File: config.mk
export PLATFORM = sky130hd
export DESIGN_NAME = mac_rx_top
export DESIGN_NICKNAME = d
export VERILOG_FILES = /design/src/hw/mac_rx_pkg.sv /design/src/hw/mac_rx_top.sv /design/src/hw/mac_addr_filter.sv /design/src/hw/mac_rx.sv /design/src/hw/crc32.sv
export SDC_FILE = /design/constraint.sdc
export NUM_CORES = 1
export LEC_CHECK = 0
export ABC_AREA = 1
export BUFFER_PORTS_ARGS = -buffer_cell sky130_fd_sc_hd__buf_2
export CAP_MARGIN = 20
export CELL_PAD_IN_SITES_DETAIL_PLACEMENT = 0
export CELL_PAD_IN_SITES_GLOBAL_PLACEMENT = 1
export CORE_MARGIN = 1.5
export CORE_UTILIZATION = 40
export CTS_CLUSTER_DIAMETER = 30
export CTS_CLUSTER_SIZE = 28
export DETAILED_ROUTE_END_ITERATION = 16
export PLACE_DENSITY_LB_ADDON = 0.3
export SYNTH_ARGS = -nofsm -noshare
export SYNTH_HDL_FRONTEND = slang
export SYNTH_HIERARCHICAL = 1
export SYNTH_SLANG_ARGS = --single-unit
File: constraint.sdc
create_clock -name clk -period 7 [get_ports clk]
set_input_delay 1.05 -clock clk [delete_from_list [all_inputs] [get_ports clk]]
set_output_delay 1.05 -clock clk [all_outputs]
set_load 0.01 [all_outputs]
File: src/hw/mac_rx_pkg.sv
package mac_rx_pkg;

  // six octets, [5] is the first one on the wire
  typedef logic [5:0][7:0] mac_addr_t;

  // header in wire order, dst first
  typedef struct packed {
    mac_addr_t   dst_mac;
    mac_addr_t   src_mac;
    logic [15:0] ethertype; // network order, byte 12 in the upper half
  } mac_hdr_t;

  // payload byte stream, fcs already stripped
  typedef struct packed {
    logic [7:0] dat;
    logic       val;
    logic       sof; // first payload byte
    logic       eof; // last payload byte
  } rx_strm_t;

  // one word per frame, valid with the done strobe
  typedef struct packed {
    logic fcs_ok;
    logic runt;     // fewer than hdr + fcs bytes after the sfd
    logic accepted; // set by the address filter
  } rx_status_t;

  typedef logic [15:0] rx_cnt_t; // saturates at all ones

  // frame layout
  localparam int unsigned MAC_HDR_LEN = 14;
  localparam int unsigned FCS_LEN     = 4;

  // bytes ahead of the header
  localparam logic [7:0] PREAMBLE_BYTE = 8'h55;
  localparam logic [7:0] SFD_BYTE      = 8'hD5;

  // crc register after a frame with a good fcs has been folded in
  // (msb-first register, data fed lsb first)
  localparam logic [31:0] CRC_RESIDUE = 32'hC704DD7B;

  localparam mac_addr_t MAC_BROADCAST = '1;

endpackage
File: src/hw/mac_rx_top.sv
module mac_rx_top #(
  parameter mac_rx_pkg::mac_addr_t MAC_ADDR = 48'h02_00_00_00_00_01,
  parameter bit                    PROMISC  = 1'b0
) (
  input  logic                   clk,
  input  logic                   fsm_rst,
  input  logic [7:0]             phy_dat,
  input  logic                   phy_val,
  output mac_rx_pkg::rx_strm_t   out_strm,
  output mac_rx_pkg::mac_hdr_t   out_hdr,
  output logic                   out_hdr_val,
  output logic                   frame_done,
  output mac_rx_pkg::rx_status_t frame_status,
  output mac_rx_pkg::rx_cnt_t    cnt_good,
  output mac_rx_pkg::rx_cnt_t    cnt_fcs_err,
  output mac_rx_pkg::rx_cnt_t    cnt_filtered
);

  import mac_rx_pkg::*;

  // parser to filter
  mac_hdr_t   hdr;
  logic       hdr_val;
  rx_strm_t   strm;
  logic       done;
  rx_status_t status;   // accepted still 0 here

  mac_rx u_mac_rx (
    .clk     (clk),
    .fsm_rst (fsm_rst),
    .phy_dat (phy_dat),
    .phy_val (phy_val),
    .hdr     (hdr),
    .hdr_val (hdr_val),
    .strm    (strm),
    .done    (done),
    .status  (status)
  );

  mac_addr_filter #(
    .MAC_ADDR (MAC_ADDR),
    .PROMISC  (PROMISC)
  ) u_mac_addr_filter (
    .clk          (clk),
    .fsm_rst      (fsm_rst),
    .hdr          (hdr),
    .hdr_val      (hdr_val),
    .strm         (strm),
    .done         (done),
    .status       (status),
    .out_strm     (out_strm),
    .out_hdr      (out_hdr),
    .out_hdr_val  (out_hdr_val),
    .frame_done   (frame_done),
    .frame_status (frame_status),
    .cnt_good     (cnt_good),
    .cnt_fcs_err  (cnt_fcs_err),
    .cnt_filtered (cnt_filtered)
  );

endmodule

File: src/hw/mac_addr_filter.sv
module mac_addr_filter #(
  parameter mac_rx_pkg::mac_addr_t MAC_ADDR = 48'h02_00_00_00_00_01,
  parameter bit                    PROMISC  = 1'b0
) (
  input  logic                   clk,
  input  logic                   fsm_rst,
  input  mac_rx_pkg::mac_hdr_t   hdr,
  input  logic                   hdr_val,
  input  mac_rx_pkg::rx_strm_t   strm,
  input  logic                   done,
  input  mac_rx_pkg::rx_status_t status,
  output mac_rx_pkg::rx_strm_t   out_strm,
  output mac_rx_pkg::mac_hdr_t   out_hdr,
  output logic                   out_hdr_val,
  output logic                   frame_done,
  output mac_rx_pkg::rx_status_t frame_status,
  output mac_rx_pkg::rx_cnt_t    cnt_good,
  output mac_rx_pkg::rx_cnt_t    cnt_fcs_err,
  output mac_rx_pkg::rx_cnt_t    cnt_filtered
);

  import mac_rx_pkg::*;

  logic match;     // live decision on the header
  logic accept;    // held until the frame ends
  logic frame_acc; // final verdict at done

  assign match = PROMISC || (hdr.dst_mac == MAC_ADDR) || (hdr.dst_mac == MAC_BROADCAST);

  // no header means accept never got set
  assign frame_acc = accept && !status.runt;

  function automatic rx_cnt_t sat_inc(input rx_cnt_t c);
    return (c == '1) ? c : c + rx_cnt_t'(1);
  endfunction

  always_ff @(posedge clk) begin
    if (fsm_rst) begin
      accept       <= 1'b0;
      out_hdr_val  <= 1'b0;
      out_strm.val <= 1'b0;
      out_strm.sof <= 1'b0;
      out_strm.eof <= 1'b0;
      frame_done   <= 1'b0;
      cnt_good     <= '0;
      cnt_fcs_err  <= '0;
      cnt_filtered <= '0;
    end else begin
      if (hdr_val) begin
        accept <= match;
      end else if (done) begin
        accept <= 1'b0; // ready for the next frame
      end

      out_hdr      <= hdr;
      out_hdr_val  <= hdr_val && match;
      out_strm.dat <= strm.dat;
      out_strm.val <= strm.val && accept;
      out_strm.sof <= strm.sof && accept;
      out_strm.eof <= strm.eof && accept;

      // status goes out for every frame, dropped or not
      frame_done   <= done;
      frame_status <= '{fcs_ok: status.fcs_ok, runt: status.runt, accepted: frame_acc};

      if (done) begin
        if (!frame_acc) begin
          cnt_filtered <= sat_inc(cnt_filtered);
        end else if (status.fcs_ok) begin
          cnt_good <= sat_inc(cnt_good);
        end else begin
          cnt_fcs_err <= sat_inc(cnt_fcs_err);
        end
      end
    end
  end

endmodule

File: src/hw/mac_rx.sv
module mac_rx (
  input  logic                   clk,
  input  logic                   fsm_rst,
  input  logic [7:0]             phy_dat,
  input  logic                   phy_val,
  output mac_rx_pkg::mac_hdr_t   hdr,
  output logic                   hdr_val,
  output mac_rx_pkg::rx_strm_t   strm,
  output logic                   done,
  output mac_rx_pkg::rx_status_t status
);

  import mac_rx_pkg::*;

  typedef enum logic [2:0] {
    idle,
    preamble,
    header,
    payload,
    finish
  } state_t;

  localparam logic [15:0] LAST_HDR_IDX = 16'(MAC_HDR_LEN - 1);
  localparam logic [15:0] MIN_LEN      = 16'(MAC_HDR_LEN + FCS_LEN);

  state_t          state;
  logic [15:0]     byte_cnt;  // bytes since the sfd
  logic [3:0][7:0] hold;      // keeps the last four bytes off the stream
  logic [7:0]      strm_dat;
  logic            strm_val;
  logic            strm_sof;
  logic            sfd_hit;
  logic            in_frame;
  logic            crc_en;
  logic            crc_ok;
  logic            runt;

  // sfd search only while no frame is running
  assign sfd_hit  = phy_val && (phy_dat == SFD_BYTE) &&
                    ((state == idle) || (state == preamble));
  assign in_frame = (state == header) || (state == payload);
  assign crc_en   = in_frame && phy_val;
  assign runt     = (byte_cnt < MIN_LEN);

  crc32 u_crc32 (
    .clk     (clk),
    .fsm_rst (fsm_rst),
    .clr     (sfd_hit),
    .dat     (phy_dat),
    .val     (crc_en),
    .crc_ok  (crc_ok)
  );

  always_ff @(posedge clk) begin
    if (fsm_rst) begin
      state    <= idle;
      byte_cnt <= '0;
      hdr_val  <= 1'b0;
      strm_val <= 1'b0;
      strm_sof <= 1'b0;
      done     <= 1'b0;
    end else begin
      hdr_val  <= 1'b0;
      strm_val <= 1'b0;
      strm_sof <= 1'b0;
      done     <= 1'b0;

      if (sfd_hit) begin
        byte_cnt <= '0;
      end else if (crc_en && (byte_cnt != '1)) begin
        byte_cnt <= byte_cnt + 16'd1;
      end

      case (state)
        idle: begin
          if (sfd_hit) begin
            state <= header; // no preamble seen, take it anyway
          end else if (phy_val && (phy_dat == PREAMBLE_BYTE)) begin
            state <= preamble;
          end
        end
        preamble: begin
          if (!phy_val) begin
            state <= idle; // ended without sfd, nothing to report
          end else if (sfd_hit) begin
            state <= header;
          end
        end
        header: begin
          if (!phy_val) begin
            state <= finish;
            done  <= 1'b1; // cut short, reported as runt
          end else if (byte_cnt == LAST_HDR_IDX) begin
            hdr_val <= 1'b1;
            state   <= payload;
          end
        end
        payload: begin
          if (!phy_val) begin
            state <= finish;
            done  <= 1'b1;
          end else if (byte_cnt >= MIN_LEN) begin
            // oldest byte in the holding line is payload by now
            strm_val <= 1'b1;
            strm_sof <= (byte_cnt == MIN_LEN);
          end
        end
        finish: begin
          state <= idle; // one dead cycle after done
        end
        default: begin
          state <= idle;
        end
      endcase
    end
  end

  always_ff @(posedge clk) begin
    if (crc_en) begin
      hold <= {hold[2:0], phy_dat};
    end
    if ((state == header) && phy_val) begin
      hdr <= {hdr[$bits(mac_hdr_t)-9:0], phy_dat}; // first byte ends up in dst_mac[5]
    end
    strm_dat <= hold[3];
    // crc register already holds the last fcs byte here
    if (in_frame && !phy_val) begin
      status <= '{fcs_ok: crc_ok && !runt, runt: runt, accepted: 1'b0};
    end
  end

  // the byte on the stream when phy_val drops is the last payload byte
  assign strm = '{dat: strm_dat, val: strm_val, sof: strm_sof, eof: strm_val && !phy_val};

endmodule

File: src/hw/crc32.sv
module crc32 (
  input  logic       clk,
  input  logic       fsm_rst,
  input  logic       clr,
  input  logic [7:0] dat,
  input  logic       val,
  output logic       crc_ok
);

  import mac_rx_pkg::*;

  localparam logic [31:0] POLY = 32'h04C11DB7; // ieee 802.3

  logic [31:0] crc;

  // one octet per call, bit 0 first as on the wire
  function automatic logic [31:0] crc_byte(
    input logic [31:0] c,
    input logic [7:0]  d
  );
    logic [31:0] r;
    logic        fb;
    r = c;
    for (int i = 0; i < 8; i++) begin
      fb = r[31] ^ d[i];
      r  = {r[30:0], 1'b0};
      if (fb) begin
        r = r ^ POLY;
      end
    end
    return r;
  endfunction

  always_ff @(posedge clk) begin
    if (fsm_rst || clr) begin
      crc <= '1; // preset
    end else if (val) begin
      crc <= crc_byte(crc, dat);
    end
  end

  // fcs bytes included, so a clean frame lands on the fixed residue
  assign crc_ok = (crc == CRC_RESIDUE);

endmodule

==> impl_metrics.yaml <==
run_status:
  status: "finished clean"
clocking:
  clk_pin_slew_ps: 50
  numCtsBuffers: 84
  post_cts_buffers: 0
  insertion_delay_ps: 600
  clk_path_buf_depth: 3
  holdBufCountCts: 0
  cts_sinks: 386
  cts_tree: "yes"
  cts_resized: 0
  htree_num_levels: 3
  clockRootBuffer: "clkbuf_16"
grt:
  grt_max_degree: 78
  grt_antenna_before_repair: 1
  track_usage: 0.173
  grt_overflow_total: 0
  grt_pass1_wl_mm: 55.7
  grt_pass1_vias: 10467
route:
  viasPerCell: 4.69
  drc: 0
  first_iter_violations: 508
  wl_mm: 34.5
  drtPass1Iterations: 5
  wire_per_inst_microns: 15.0
  vias: 10779
  ant_nets: 0
timing:
  period_share: 0.460
  slew_viol_final: 0
  setup_viol: 0
  hold_viol_final: 0
  setup_tns_ps: 0
  hold_slack_ps: 334
  relSlewSlack: 0.365
  clock.fmax_ghz: 0.310
  tightestPinTransition_ps: 952
  finClkSkew_ps: 33.7
  rsz0062_at_grt: "no"
  fin_crit_ps: 3220
worst_setup_path:
  cp.required_ps: 7450
  cp.arrival_ps: 3670
  path_cells: "buf_2, inv_1, nor2_4, buf_4, clkinv_1, a21oi_1, o211ai_1"
  slowest_stage: "clkinv_1"
  start_kind: "input port"
  critPathMaxFanout: 72
  crit_type: "input port to flop"
  max_stage_delay_ps: 980
  critical_path.endpoint_type: "flop"
power:
  p_leak_nw: 7.74
  total_power_mw: 7.48
  power_density_nw_per_um2: 374
  vdd_drop_max_mv: 0.191
floorplan:
  core_sq_um: 38600
  num_io_pins: 187
  initial_core_util: 0.404
  die_w_microns: 200
  die_h_microns: 200
  die-area_sq_um: 40100
  floorplan.rows: 72
yosys:
  syn-cell-area_sq_um: 15600
  avgSynthCellArea_sq_um: 10.7
  netlist_instances: 1457
  syn-num-nets: 1474
  yosysWarnings: 6
job:
  timing.max_cap.violations: 0
cells_and_area:
  drive_gt1_frac: 0.241
  final_util: 0.518
  area_growth_pct: 28.3
  nets: 1726
place:
  dp_hpwl_mm: 22.6
  globalplace.congestion: 0.821
  port_buffers: 186
min_path:
  hp-class: "flop to flop"
## final cells by class
cell class	count	area [sq um]
Fill cell	3468	18600
Tap cell	518	648
Antenna cell	1	2.50
Multi-Input combinational cell	931	4550
Timing Repair Buffer	191	968
Clock inverter	62	759
Inverter	115	439
Clock buffer	94	2180
Sequential cell	386	10400
## path summary, 6_finish.rpt
path / depth (start not counted) / slack [ps] / start / endpoint
setup / recovery: 7 / 3780 / phy_val / u_mac_rx/u_crc32/crc[4]$_SDFFE_PP1P_
hold / removal: 0 / 330 / u_mac_rx/hold[24]$_DFFE_PP_ / u_mac_rx/strm_dat[0]$_DFF_P_
setup reg to reg: 7 / 3960 / u_mac_rx/state[2]$_SDFFE_PP0P_ / u_mac_rx/u_crc32/crc[4]$_SDFFE_PP1P_
hold reg to reg: 0 / 330 / u_mac_rx/hold[24]$_DFFE_PP_ / u_mac_rx/strm_dat[0]$_DFF_P_
## report_power, final
part           internal [mW]  total, mW  switching, mW
clock                   2.66       3.99           1.33
sequential              2.70       2.81          0.107
combinational          0.201      0.681          0.480
## through the flow
stage,cell area (sq um),cells,setup WS [ps]
global route,20000,2297,3590
global placement,17000,2141,3310
detailed placement,17000,2141,3260
floorplan,15600,1457,717
finish,20000,2298,3780
CTS,20000,2297,3870
## worst max-delay path: cells and delay by family
family                 cells  cell delay, ps
AO/OA/AOI/OAI              2             510
buffers and inverters      4            1910
AND/OR/NAND/NOR            1             120
## routing by layer
| metal | track usage | wire [microns] | up-vias |
|---|---|---|---|
| met5 | 0 | 0 | - |
| met4 | 0.0642 | 625 | 0 |
| met3 | 0.0433 | 2150 | 52 |
| met2 | 0.280 | 16500 | 286 |
| met1 | 0.226 | 15200 | 5020 |
| li1 | - | - | 5421 |
## sequential cells by signal, indices dropped and copies added, names as in the netlist, 2 cells and up
register and cells:
u_mac_addr_filter/cnt_fcs_err 16, u_mac_addr_filter/cnt_filtered 16, u_mac_addr_filter/cnt_good 16, u_mac_addr_filter/frame_status 3, u_mac_addr_filter/out_hdr 112, u_mac_addr_filter/out_strm 11, u_mac_rx/byte_cnt 16, u_mac_rx/hdr 112
u_mac_rx/hold 32, u_mac_rx/state 3, u_mac_rx/status 2, u_mac_rx/strm_dat 8, u_mac_rx/u_crc32/crc 32
## cells in the final DEF (no fill, tap or decap), types with 11 or more instances in the layout
| master | n |
|---|---|
| clkinv_4 | 12 |
| nand2_2 | 29 |
| inv_1 | 99 |
| buf_2 | 186 |
| dfxtp_1 | 117 |
| o21ai_0 | 28 |
| inv_2 | 11 |
| a21oi_1 | 71 |
| xor2_1 | 31 |
| xnor2_1 | 21 |
| nor2_1 | 143 |
| clkbuf_16 | 85 |
| edfxtp_1 | 269 |
| a21oi_2 | 16 |
| nand2_1 | 423 |
| nor3_1 | 13 |
| nand4_1 | 27 |
| nand3_1 | 67 |
(Power assumes the default switching activity.)
